## config.mk

```make
export PLATFORM = sky130hd
export DESIGN_NAME = phone_ui_top
export DESIGN_NICKNAME = d
export VERILOG_FILES = /design/src/hw/phone_ui_pkg.sv /design/src/hw/button_edges.sv /design/src/hw/call_control.sv /design/src/hw/menu_text_table.sv /design/src/hw/phone_ui_top.sv /design/src/hw/ring_timer.sv /design/src/hw/volume_control.sv
export SDC_FILE = /design/constraint.sdc
export NUM_CORES = 1
export LEC_CHECK = 0
export BUFFER_PORTS_ARGS = -buffer_cell sky130_fd_sc_hd__buf_2
export CAP_MARGIN = 15
export CORE_MARGIN = 4
export CORE_UTILIZATION = 43
export CTS_CLUSTER_SIZE = 14
export DETAILED_ROUTE_END_ITERATION = 10
export RECOVER_POWER = 25
export REMOVE_ABC_BUFFERS = 1
export SLEW_MARGIN = 15
export SYNTH_ARGS = -nofsm -noshare
export SYNTH_HDL_FRONTEND = slang
export SYNTH_SLANG_ARGS = --single-unit
```

## constraint.sdc

```tcl
create_clock -name clk -period 5.9 [get_ports clk]
set_input_delay 0.59 -clock clk [delete_from_list [all_inputs] [get_ports clk]]
set_output_delay 0.59 -clock clk [all_outputs]
set_load 0.03 [all_outputs]
```

## src/hw/phone_ui_pkg.sv

```systemverilog
package phone_ui_pkg;

	//////////////////////////////////////////////////
	// states and menu items
	//////////////////////////////////////////////////

	typedef enum logic [2:0] {
		st_init     = 3'd0, // waiting for first enter
		st_idle     = 3'd1, // no call, main menu
		st_incoming = 3'd2, // phone ringing
		st_outgoing = 3'd3, // dialed, waiting on far end
		st_busy     = 3'd4  // call in progress
	} call_state_t;

	// codes follow the old firmware numbering
	typedef enum logic [5:0] {
		mi_call_number  = 6'd0,
		mi_volume       = 6'd1,
		mi_dialing      = 6'd7,
		mi_change_vol   = 6'd8,
		mi_def_incoming = 6'd32,
		mi_accept       = 6'd33,
		mi_reject       = 6'd34,
		mi_def_outgoing = 6'd36,
		mi_end_call     = 6'd37,
		mi_def_busy     = 6'd38,
		mi_end_call_b   = 6'd39,
		mi_set_volume   = 6'd40,
		mi_welcome      = 6'd50,
		mi_def_init     = 6'd51
	} menu_item_t;

	//////////////////////////////////////////////////
	// ui <-> application layer
	//////////////////////////////////////////////////

	typedef enum logic [2:0] {
		cmd_none        = 3'd0,
		cmd_make_call   = 3'd1, // dial_number valid with it
		cmd_stop_call   = 3'd2,
		cmd_accept_call = 3'd3
	} net_cmd_t;

	typedef enum logic [2:0] {
		evt_none          = 3'd0,
		evt_connected     = 3'd1,
		evt_failed        = 3'd4, // dropped or never went through
		evt_incoming_call = 3'd5,
		evt_call_ended    = 3'd6
	} app_evt_t;

	//////////////////////////////////////////////////
	// bundles
	//////////////////////////////////////////////////

	typedef struct packed {
		logic up;
		logic down;
		logic left;
		logic right;
		logic enter;
	} btn_t; // levels at the pins, pulses after edge detect

	typedef struct packed {
		logic inc;
		logic dec;
		logic commit;
		logic discard;
	} vol_req_t;

	typedef struct packed {
		logic [10:0] addr; // start of string in text rom
		logic [10:0] len;  // characters
	} text_ref_t;

	localparam logic [4:0] vol_default = 5'd16;
	localparam logic [4:0] vol_max     = 5'd31;

endpackage

```

## src/hw/button_edges.sv

```systemverilog
`timescale 1ns/1ps

// one press pulse per rising level, so a held button acts once
module button_edges import phone_ui_pkg::*; (
	input  logic clk,
	input  logic rst,
	input  btn_t levels,  // raw button levels
	output btn_t presses  // one-cycle pulses
);

	btn_t levels_q; // previous sample of every button

	//////////////////////////////////////////////////
	// rising edge detect
	//////////////////////////////////////////////////

	always_ff @(posedge clk) begin
		if (rst) begin
			levels_q <= '0;
			presses  <= '0;
		end else begin
			levels_q <= levels;
			// high now, low on the last sample
			presses  <= levels & ~levels_q;
		end
	end

endmodule

```

## src/hw/call_control.sv

```systemverilog
`timescale 1ns/1ps

// call state machine and menu navigator
module call_control import phone_ui_pkg::*; (
	input  logic        clk,
	input  logic        rst,
	input  btn_t        presses,
	input  logic [7:0]  switches,    // number to dial
	input  app_evt_t    app_evt,
	input  logic        ring_expired,
	output logic        ring_start,
	output vol_req_t    vol_req,
	output call_state_t call_state,
	output menu_item_t  menu_item,
	output net_cmd_t    net_cmd,
	output logic [7:0]  dial_number
);

	logic       select;     // enter and right both pick an item
	vol_req_t   vol_step;   // requests while on the change volume screen
	logic       vol_exit;   // leave change volume
	menu_item_t vol_parent; // where change volume returns to

	//////////////////////////////////////////////////
	// change volume screen, shared by idle and busy
	//////////////////////////////////////////////////

	always_comb begin
		select           = presses.enter | presses.right;
		vol_step         = '0;
		vol_step.inc     = presses.up;
		vol_step.dec     = presses.down;
		vol_step.commit  = presses.enter;
		vol_step.discard = presses.left; // back out drops the change
		vol_exit         = presses.enter | presses.left;
		vol_parent       = (call_state == st_busy) ? mi_set_volume : mi_volume;
	end

	//////////////////////////////////////////////////
	// state and menu
	//////////////////////////////////////////////////

	always_ff @(posedge clk) begin
		if (rst) begin
			call_state  <= st_init;
			menu_item   <= mi_def_init;
			net_cmd     <= cmd_none;
			dial_number <= '0;
			ring_start  <= 1'b0;
			vol_req     <= '0;
		end else begin
			// strobes default low
			net_cmd    <= cmd_none;
			ring_start <= 1'b0;
			vol_req    <= '0;

			case (call_state)
				st_init: begin
					if (presses.enter) begin
						call_state <= st_idle;
						menu_item  <= mi_welcome;
					end
				end

				st_idle: begin
					if (app_evt == evt_incoming_call) begin // ring wins over menu
						call_state <= st_incoming;
						menu_item  <= mi_def_incoming;
						ring_start <= 1'b1;
					end else begin
						case (menu_item)
							mi_welcome: if (select) menu_item <= mi_call_number;
							mi_call_number: begin
								if (presses.up || presses.down)
									menu_item <= mi_volume; // two items, wraps
								else if (select)
									menu_item <= mi_dialing;
							end
							mi_volume: begin
								if (presses.up || presses.down)
									menu_item <= mi_call_number;
								else if (select)
									menu_item <= mi_change_vol;
							end
							mi_dialing: begin
								if (presses.enter) begin
									dial_number <= switches;
									net_cmd     <= cmd_make_call;
									call_state  <= st_outgoing;
									menu_item   <= mi_def_outgoing;
								end else if (presses.left) begin
									menu_item <= mi_call_number;
								end
							end
							mi_change_vol: begin
								vol_req <= vol_step;
								if (vol_exit)
									menu_item <= vol_parent;
							end
							default: ;
						endcase
					end
				end

				st_incoming: begin
					if (app_evt == evt_connected) begin
						call_state <= st_busy;
						menu_item  <= mi_def_busy;
					end else if (app_evt == evt_call_ended) begin
						call_state <= st_idle;
						menu_item  <= mi_call_number;
					end else if (ring_expired && !ring_start) begin
						// first cycle still sees the old expiry from ring_timer
						net_cmd    <= cmd_stop_call;
						call_state <= st_idle;
						menu_item  <= mi_call_number;
					end else if (presses.down) begin
						case (menu_item)
							mi_def_incoming: menu_item <= mi_accept;
							mi_accept:       menu_item <= mi_reject;
							default:         menu_item <= mi_def_incoming;
						endcase
					end else if (presses.up) begin
						case (menu_item)
							mi_def_incoming: menu_item <= mi_reject;
							mi_reject:       menu_item <= mi_accept;
							default:         menu_item <= mi_def_incoming;
						endcase
					end else if (presses.enter) begin
						// wait here for the app to confirm
						net_cmd <= (menu_item == mi_reject) ? cmd_stop_call : cmd_accept_call;
					end
				end

				st_outgoing: begin
					if (app_evt == evt_connected) begin
						call_state <= st_busy;
						menu_item  <= mi_def_busy;
					end else if (app_evt == evt_failed || app_evt == evt_call_ended) begin
						call_state <= st_idle;
						menu_item  <= mi_call_number;
					end else if (presses.up || presses.down) begin
						menu_item <= (menu_item == mi_end_call) ? mi_def_outgoing : mi_end_call;
					end else if (presses.enter && menu_item == mi_end_call) begin
						net_cmd <= cmd_stop_call; // hang up, app reports call_ended
					end
				end

				st_busy: begin
					if (app_evt == evt_call_ended) begin
						call_state <= st_idle;
						menu_item  <= mi_call_number;
					end else begin
						case (menu_item)
							mi_def_busy: begin
								if (presses.down)
									menu_item <= mi_end_call_b;
								else if (presses.up)
									menu_item <= mi_set_volume;
							end
							mi_end_call_b: begin
								if (presses.down)
									menu_item <= mi_set_volume;
								else if (presses.up)
									menu_item <= mi_def_busy;
								else if (presses.enter)
									net_cmd <= cmd_stop_call;
							end
							mi_set_volume: begin
								if (presses.down)
									menu_item <= mi_def_busy; // wrap
								else if (presses.up)
									menu_item <= mi_end_call_b;
								else if (presses.enter)
									menu_item <= mi_change_vol;
							end
							mi_change_vol: begin
								vol_req <= vol_step;
								if (vol_exit)
									menu_item <= vol_parent;
							end
							default: menu_item <= mi_def_busy;
						endcase
					end
				end

				default: begin // unused code, restart
					call_state <= st_init;
					menu_item  <= mi_def_init;
				end
			endcase
		end
	end

endmodule

```

## src/hw/menu_text_table.sv

```systemverilog
`timescale 1ns/1ps

// text string for each menu item, start pulse on every change
module menu_text_table import phone_ui_pkg::*; (
	input  logic       clk,
	input  logic       rst,
	input  menu_item_t menu_item,
	output text_ref_t  text_ref,
	output logic       txt_start // one-cycle, display reload
);

	menu_item_t item_q;  // last item seen
	text_ref_t  lut_ref;
	logic       lut_hit; // item has a string

	//////////////////////////////////////////////////
	// string table, text rom offsets
	//////////////////////////////////////////////////

	always_comb begin
		lut_hit = 1'b1;
		lut_ref = '0;
		case (menu_item)
			mi_def_init:     lut_ref = '{addr: 11'd0,   len: 11'd45}; // press enter to start
			mi_welcome:      lut_ref = '{addr: 11'd45,  len: 11'd7};
			mi_call_number:  lut_ref = '{addr: 11'd52,  len: 11'd11};
			mi_volume:       lut_ref = '{addr: 11'd63,  len: 11'd20};
			mi_def_incoming: lut_ref = '{addr: 11'd360, len: 11'd13};
			mi_accept:       lut_ref = '{addr: 11'd374, len: 11'd20};
			mi_reject:       lut_ref = '{addr: 11'd395, len: 11'd20};
			mi_def_outgoing: lut_ref = '{addr: 11'd434, len: 11'd7};  // calling
			mi_end_call,
			mi_end_call_b:   lut_ref = '{addr: 11'd442, len: 11'd8};
			mi_def_busy:     lut_ref = '{addr: 11'd489, len: 11'd12}; // current call
			default:         lut_hit = 1'b0; // dialing, volume screens
		endcase
	end

	//////////////////////////////////////////////////
	// change detect
	//////////////////////////////////////////////////

	always_ff @(posedge clk) begin
		if (rst) begin
			item_q    <= mi_def_init; // matches call_control reset
			txt_start <= 1'b0;
			text_ref  <= '{addr: 11'd0, len: 11'd45};
		end else begin
			item_q    <= menu_item;
			txt_start <= (menu_item != item_q);
			if (menu_item != item_q && lut_hit)
				text_ref <= lut_ref; // no string, keep old text
		end
	end

endmodule

```

## src/hw/phone_ui_top.sv

```systemverilog
`timescale 1ns/1ps

// desk phone ui, buttons in, commands and display refs out
module phone_ui_top import phone_ui_pkg::*; #(
	parameter int tick_div   = 27000000,
	parameter int ring_ticks = 30
) (
	input  logic        clk,
	input  logic        rst,
	input  btn_t        buttons,
	input  logic [7:0]  switches,
	input  app_evt_t    app_evt,
	output call_state_t call_state,
	output menu_item_t  menu_item,
	output net_cmd_t    net_cmd,
	output logic [7:0]  dial_number,
	output logic [4:0]  volume,
	output text_ref_t   text_ref,
	output logic        txt_start
);

	btn_t     presses;
	logic     ring_start;
	logic     ring_expired;
	vol_req_t vol_req;

	button_edges edges_i (
		.clk(clk), .rst(rst), .levels(buttons), .presses(presses)
	);

	ring_timer #(.tick_div(tick_div), .ring_ticks(ring_ticks)) ring_i (
		.clk(clk), .rst(rst), .ring_start(ring_start), .ring_expired(ring_expired)
	);

	volume_control vol_i (
		.clk(clk), .rst(rst), .vol_req(vol_req), .volume(volume)
	);

	call_control ctrl_i (
		.clk(clk), .rst(rst), .presses(presses), .switches(switches),
		.app_evt(app_evt), .ring_expired(ring_expired), .ring_start(ring_start),
		.vol_req(vol_req), .call_state(call_state), .menu_item(menu_item),
		.net_cmd(net_cmd), .dial_number(dial_number)
	);

	menu_text_table text_i (
		.clk(clk), .rst(rst), .menu_item(menu_item),
		.text_ref(text_ref), .txt_start(txt_start)
	);

endmodule

```

## src/hw/ring_timer.sv

```systemverilog
`timescale 1ns/1ps

// free running prescaler plus tick countdown for unanswered calls
module ring_timer import phone_ui_pkg::*; #(
	parameter int tick_div   = 27000000, // clk cycles per tick
	parameter int ring_ticks = 30        // ticks before giving up
) (
	input  logic clk,
	input  logic rst,
	input  logic ring_start,  // reload, one-cycle
	output logic ring_expired // level until next start
);

	localparam int pre_w = (tick_div > 1) ? $clog2(tick_div) : 1;
	localparam int cnt_w = $clog2(ring_ticks + 1);

	logic [pre_w-1:0] pre_cnt;
	logic             tick;
	logic [cnt_w-1:0] ticks_left; // zero means idle

	//////////////////////////////////////////////////
	// prescaler
	//////////////////////////////////////////////////

	assign tick = (pre_cnt == pre_w'(tick_div - 1));

	always_ff @(posedge clk) begin
		if (rst || tick)
			pre_cnt <= '0;
		else
			pre_cnt <= pre_cnt + 1'b1;
	end

	//////////////////////////////////////////////////
	// countdown
	//////////////////////////////////////////////////

	always_ff @(posedge clk) begin
		if (rst) begin
			ticks_left   <= '0;
			ring_expired <= 1'b0;
		end else if (ring_start) begin
			ticks_left   <= cnt_w'(ring_ticks); // phase not aligned to prescaler
			ring_expired <= 1'b0;
		end else if (tick && ticks_left != '0) begin
			ticks_left <= ticks_left - 1'b1;
			if (ticks_left == cnt_w'(1))
				ring_expired <= 1'b1; // last tick gone
		end
	end

endmodule

```

## src/hw/volume_control.sv

```systemverilog
`timescale 1ns/1ps

// headphone volume with a pending change, applied only on commit
module volume_control import phone_ui_pkg::*; (
	input  logic       clk,
	input  logic       rst,
	input  vol_req_t   vol_req,
	output logic [4:0] volume
);

	logic signed [5:0] pending; // -31..+31
	logic signed [6:0] target;  // volume the user would get

	assign target = $signed({2'b00, volume}) + pending;

	always_ff @(posedge clk) begin
		if (rst) begin
			volume  <= vol_default;
			pending <= '0;
		end else if (vol_req.commit) begin
			volume  <= target[4:0]; // already clamped by inc/dec
			pending <= '0;
		end else if (vol_req.discard) begin
			pending <= '0;
		end else if (vol_req.inc) begin
			if (target < $signed({2'b00, vol_max}))
				pending <= pending + 6'sd1;
		end else if (vol_req.dec) begin
			if (target > 7'sd0) // floor at mute
				pending <= pending - 6'sd1;
		end
	end

endmodule

```

==> flow_metrics.env <==
export IMPL_status="finished with violations"
export IMPL_violations="capacitance limit, slew limit"
export IMPL_ir_worst_vdd_v=0.0001835
export IMPL_synth_area_top_cells="dfxtp_1, nor2_1, a21oi_1, xnor2_1, mux2i_1"
export IMPL_grt_util_all_layers_pct=16.92
export IMPL_cts_tree="yes"
export IMPL_ctsResizeCount=0
export IMPL_boundaryPins=66
export IMPL_dp_cells=800
export IMPL_rsz0062_at_grt="false"
export IMPL_synth_xor_area_share_pct=6.801
export IMPL_ys_seq_elements=98
export IMPL_clk_latency_ns=0.35
export IMPL_dpl_hpwl_um=8395
export IMPL_power_density_mw_per_mm2=340.9
export IMPL_grt_met3_usage_pct=4.653
export IMPL_path_cells="buf_2 > clkbuf_1 > or2_2 > nor2_1"
export IMPL_startpoint="rst"
export IMPL_numPortBuffers=57
export IMPL_die_w_um=118.8
export IMPL_slew_violations=57
export IMPL_synth_compound_area_share_pct=14.48
export IMPL_cp_max_fo=56
export IMPL_hold_violations=0
export IMPL_critPathKind="input port to flip-flop"
export IMPL_crit_path_start_kind="input port"
export IMPL_reg2reg_to="text_i.text_ref[1]"
export IMPL_clk_path_buf_depth=2
export IMPL_drt_wl_total_um=11740
export IMPL_cts_hold_fix_buffers=0
export IMPL_power_leakage_nw=2.316
export IMPL_drv_cap=1
export IMPL_period_share_pct=50.50
export IMPL_fin_nets=696
export IMPL_ys_flop_type="dfxtp_1"
export IMPL_syn_area_mm2=0.005280
export IMPL_diodes=0
export IMPL_fin_util_pct=48.78
export IMPL_postSynth_asyncResetShare_pct=0
export IMPL_hold_path_class="flip-flop to flip-flop"
export IMPL_synth_most_common_cell="dfxtp_1"
export IMPL_fmax_mhz=335.6
export IMPL_synth_cell_type_count=83
export IMPL_synth_largest_area_cell="dfxtp_1"
export IMPL_cts_sinks=98
export IMPL_crit_family="buffers and inverters"
export IMPL_crit_buf_inv=2
export IMPL_grt_pass1_vias=4147
export IMPL_detail_route_antenna_nets=0
export IMPL_synth_warnings=0
export IMPL_dr_pass1_iters=5
export IMPL_htree_levels=3
export IMPL_grt_busiest_layer="met2"
export IMPL_grt_pass1_wl_um=19790
export IMPL_fin_skew_ns=0.007490
export IMPL_seq_area_frac_synth_pct=37.16
export IMPL_synthAdderAreaFrac_pct=3.602
export IMPL_synth_common_cells="dfxtp_1, nor2_1, nand2_1"
export IMPL_wl_per_cell_um=14.40
export IMPL_grt_use_met2_pct=27.50
export IMPL_fp_coreArea_mm2=0.01201
export IMPL_drc=0
export IMPL_tns_ns=0
export IMPL_required_ns=6.12
export IMPL_synth_top_family_by_area="simple AND/OR/NAND/NOR gates"
export IMPL_cpPeakStageDelay_ns=1.76
export IMPL_regToRegSetupSlack_ns=2.98
export IMPL_cp_depth=4
export IMPL_root_buffer="clkbuf_16"
export IMPL_worst_slew_pin_slew_ns=2.491
export IMPL_crit_end="ring_i.pre_cnt[10]"
export IMPL_r2r_start="ctrl_i.menu_item[2]"
export IMPL_cp_end_kind="flip-flop"
export IMPL_hold_slack_ns=0.3812
export IMPL_numCtsBuffers=9
export IMPL_dpl_cell_area_mm2=0.005565
export IMPL_row_count=40
export IMPL_use_met1_pct=22.17
export IMPL_grt_max_degree=57
export IMPL_vias_per_cell=5.399
export IMPL_drive_gt1_share_pct=12.72
export IMPL_synthMuxAreaShare_pct=4.455
export IMPL_reg2reg_depth=7
export IMPL_avgSynthCellArea_um2=8.394
export IMPL_cp_data_arrival_time_ns=3.20
export IMPL_synthesis_instances=629
export IMPL_cp_slowest_cell="clkbuf_1"
export IMPL_synthSimpleGateAreaFrac_pct=28.03
export IMPL_syn_to_final_growth_pct=10.97
export IMPL_fin_area_mm2=0.005859
export IMPL_stdcell_count=815
export IMPL_setup_viol=0
export IMPL_path_clk_slew_ns=0.06
export IMPL_overflow=0
export IMPL_synth_edf_count=0
export IMPL_fin_crit_ns=2.980
export IMPL_initial_utilization_pct=43.96
export IMPL_drt_iter0_drc=242
export IMPL_antenna_found_initial=0
export IMPL_vias=4400
export IMPL_synth_top_area_share_pct=37.16
export IMPL_place_congestion=0.8824
export IMPL_die_h_um=118.8
export IMPL_die_area_mm2=0.01412
export IMPL_postCtsSetupBuffers=0
export IMPL_max_slew_margin_rel_pct=-66.06
## power by group
part / leakage (nW) / switching [W] / internal (W)
registers: 0.795 / 0.0000725 / 0.000713
logic: 1.36 / 0.000392 / 0.000192
clock network: 0.158 / 0.000248 / 0.000380
total: 2.32 / 0.000712 / 0.00129
## state kept, by name, summed over array words and instances, names as in the netlist, 3 cells and up
signal / count
ctrl_i.call_state: 3
ctrl_i.dial_number: 8
ctrl_i.menu_item: 6
ctrl_i.vol_req: 4
edges_i.levels_q: 5
edges_i.presses: 5
ring_i.pre_cnt: 25
ring_i.ticks_left: 5
text_i.item_q: 6
text_i.text_ref: 15
vol_i.pending: 6
vol_i.volume: 5
## final cells by class
cell class,instances,area (µm²)
tap,147,183.9
clock buffer,10,239.0
sequential,98,1962
timing repair buffer,59,276.5
inverter,16,60.06
clock inverter,5,78.83
multi-input combinational,480,3059
fill,1160,6152
## cells in the final DEF, fill, tap and decap left out, drive strengths merged, types with 5 or more instances in the layout
cell	instances
ha	12
inv	15
and3	13
nor3	22
nand4	10
nand3	15
and2	8
a211o	6
mux2i	19
xnor2	22
xor2	19
nor2b	21
nand2b	10
nand2	47
o21ai	12
a21oi	44
nor4	9
nor2	94
buf	42
or2	7
conb	8
clkbuf	27
a21o	5
dfxtp	98
## worst register-to-register path: stages (launching register included)
cell and delay, ns:
dfxtp_1 0.95, nand2b_1 0.29, o21ai_0 0.15, a21oi_1 0.08, or3_1 0.75, nor4_1 0.43
a21oi_1 0.07, nor2_1 0.10
## through the flow
step	total power, W	worst slack, ns
3_5_place_dp	0.001385	3.047
4_1_cts	0.002019	3.011
3_3_place_gp	0.001378	3.139
2_1_floorplan	0.001223	3.231
5_1_grt	0.002125	2.648
6_report	0.001997	2.920
## metal layers
layer  wire length (µm)  up-vias  part of all wire [%]
met5                  0        -                     0
met4                123        0                   1.0
met3                515       11                   4.4
met2               5555       85                    47
met1               5545     2053                    47
li1                   -     2251                     -
## kinds of logic (layout without fill, tap and decap cells)
| group | count (synthesis) | count (layout) |
|---|---|---|
| mux | 23 | 23 |
| simple gates | 283 | 283 |
| flops | 98 | 98 |
| other cells | 1 | 8 |
| fa+ha+maj | 14 | 14 |
| buf+inv | 58 | 90 |
| compound gates | 111 | 111 |
| xor+xnor | 41 | 41 |
## how the worst min path moves through the flow
stage                              from                  to  slack (ns)  cells after the start
finish              edges_i.levels_q[0]  edges_i.presses[0]        0.38                      1
floorplan           edges_i.levels_q[0]  edges_i.presses[0]        0.37                      1
global placement    edges_i.levels_q[4]  edges_i.presses[4]        0.38                      1
global route        edges_i.levels_q[0]  edges_i.presses[0]        0.40                      1
CTS                 edges_i.levels_q[0]  edges_i.presses[0]        0.38                      1
detailed placement  edges_i.levels_q[0]  edges_i.presses[0]        0.37                      1
Power figures use the tool's default switching activity.
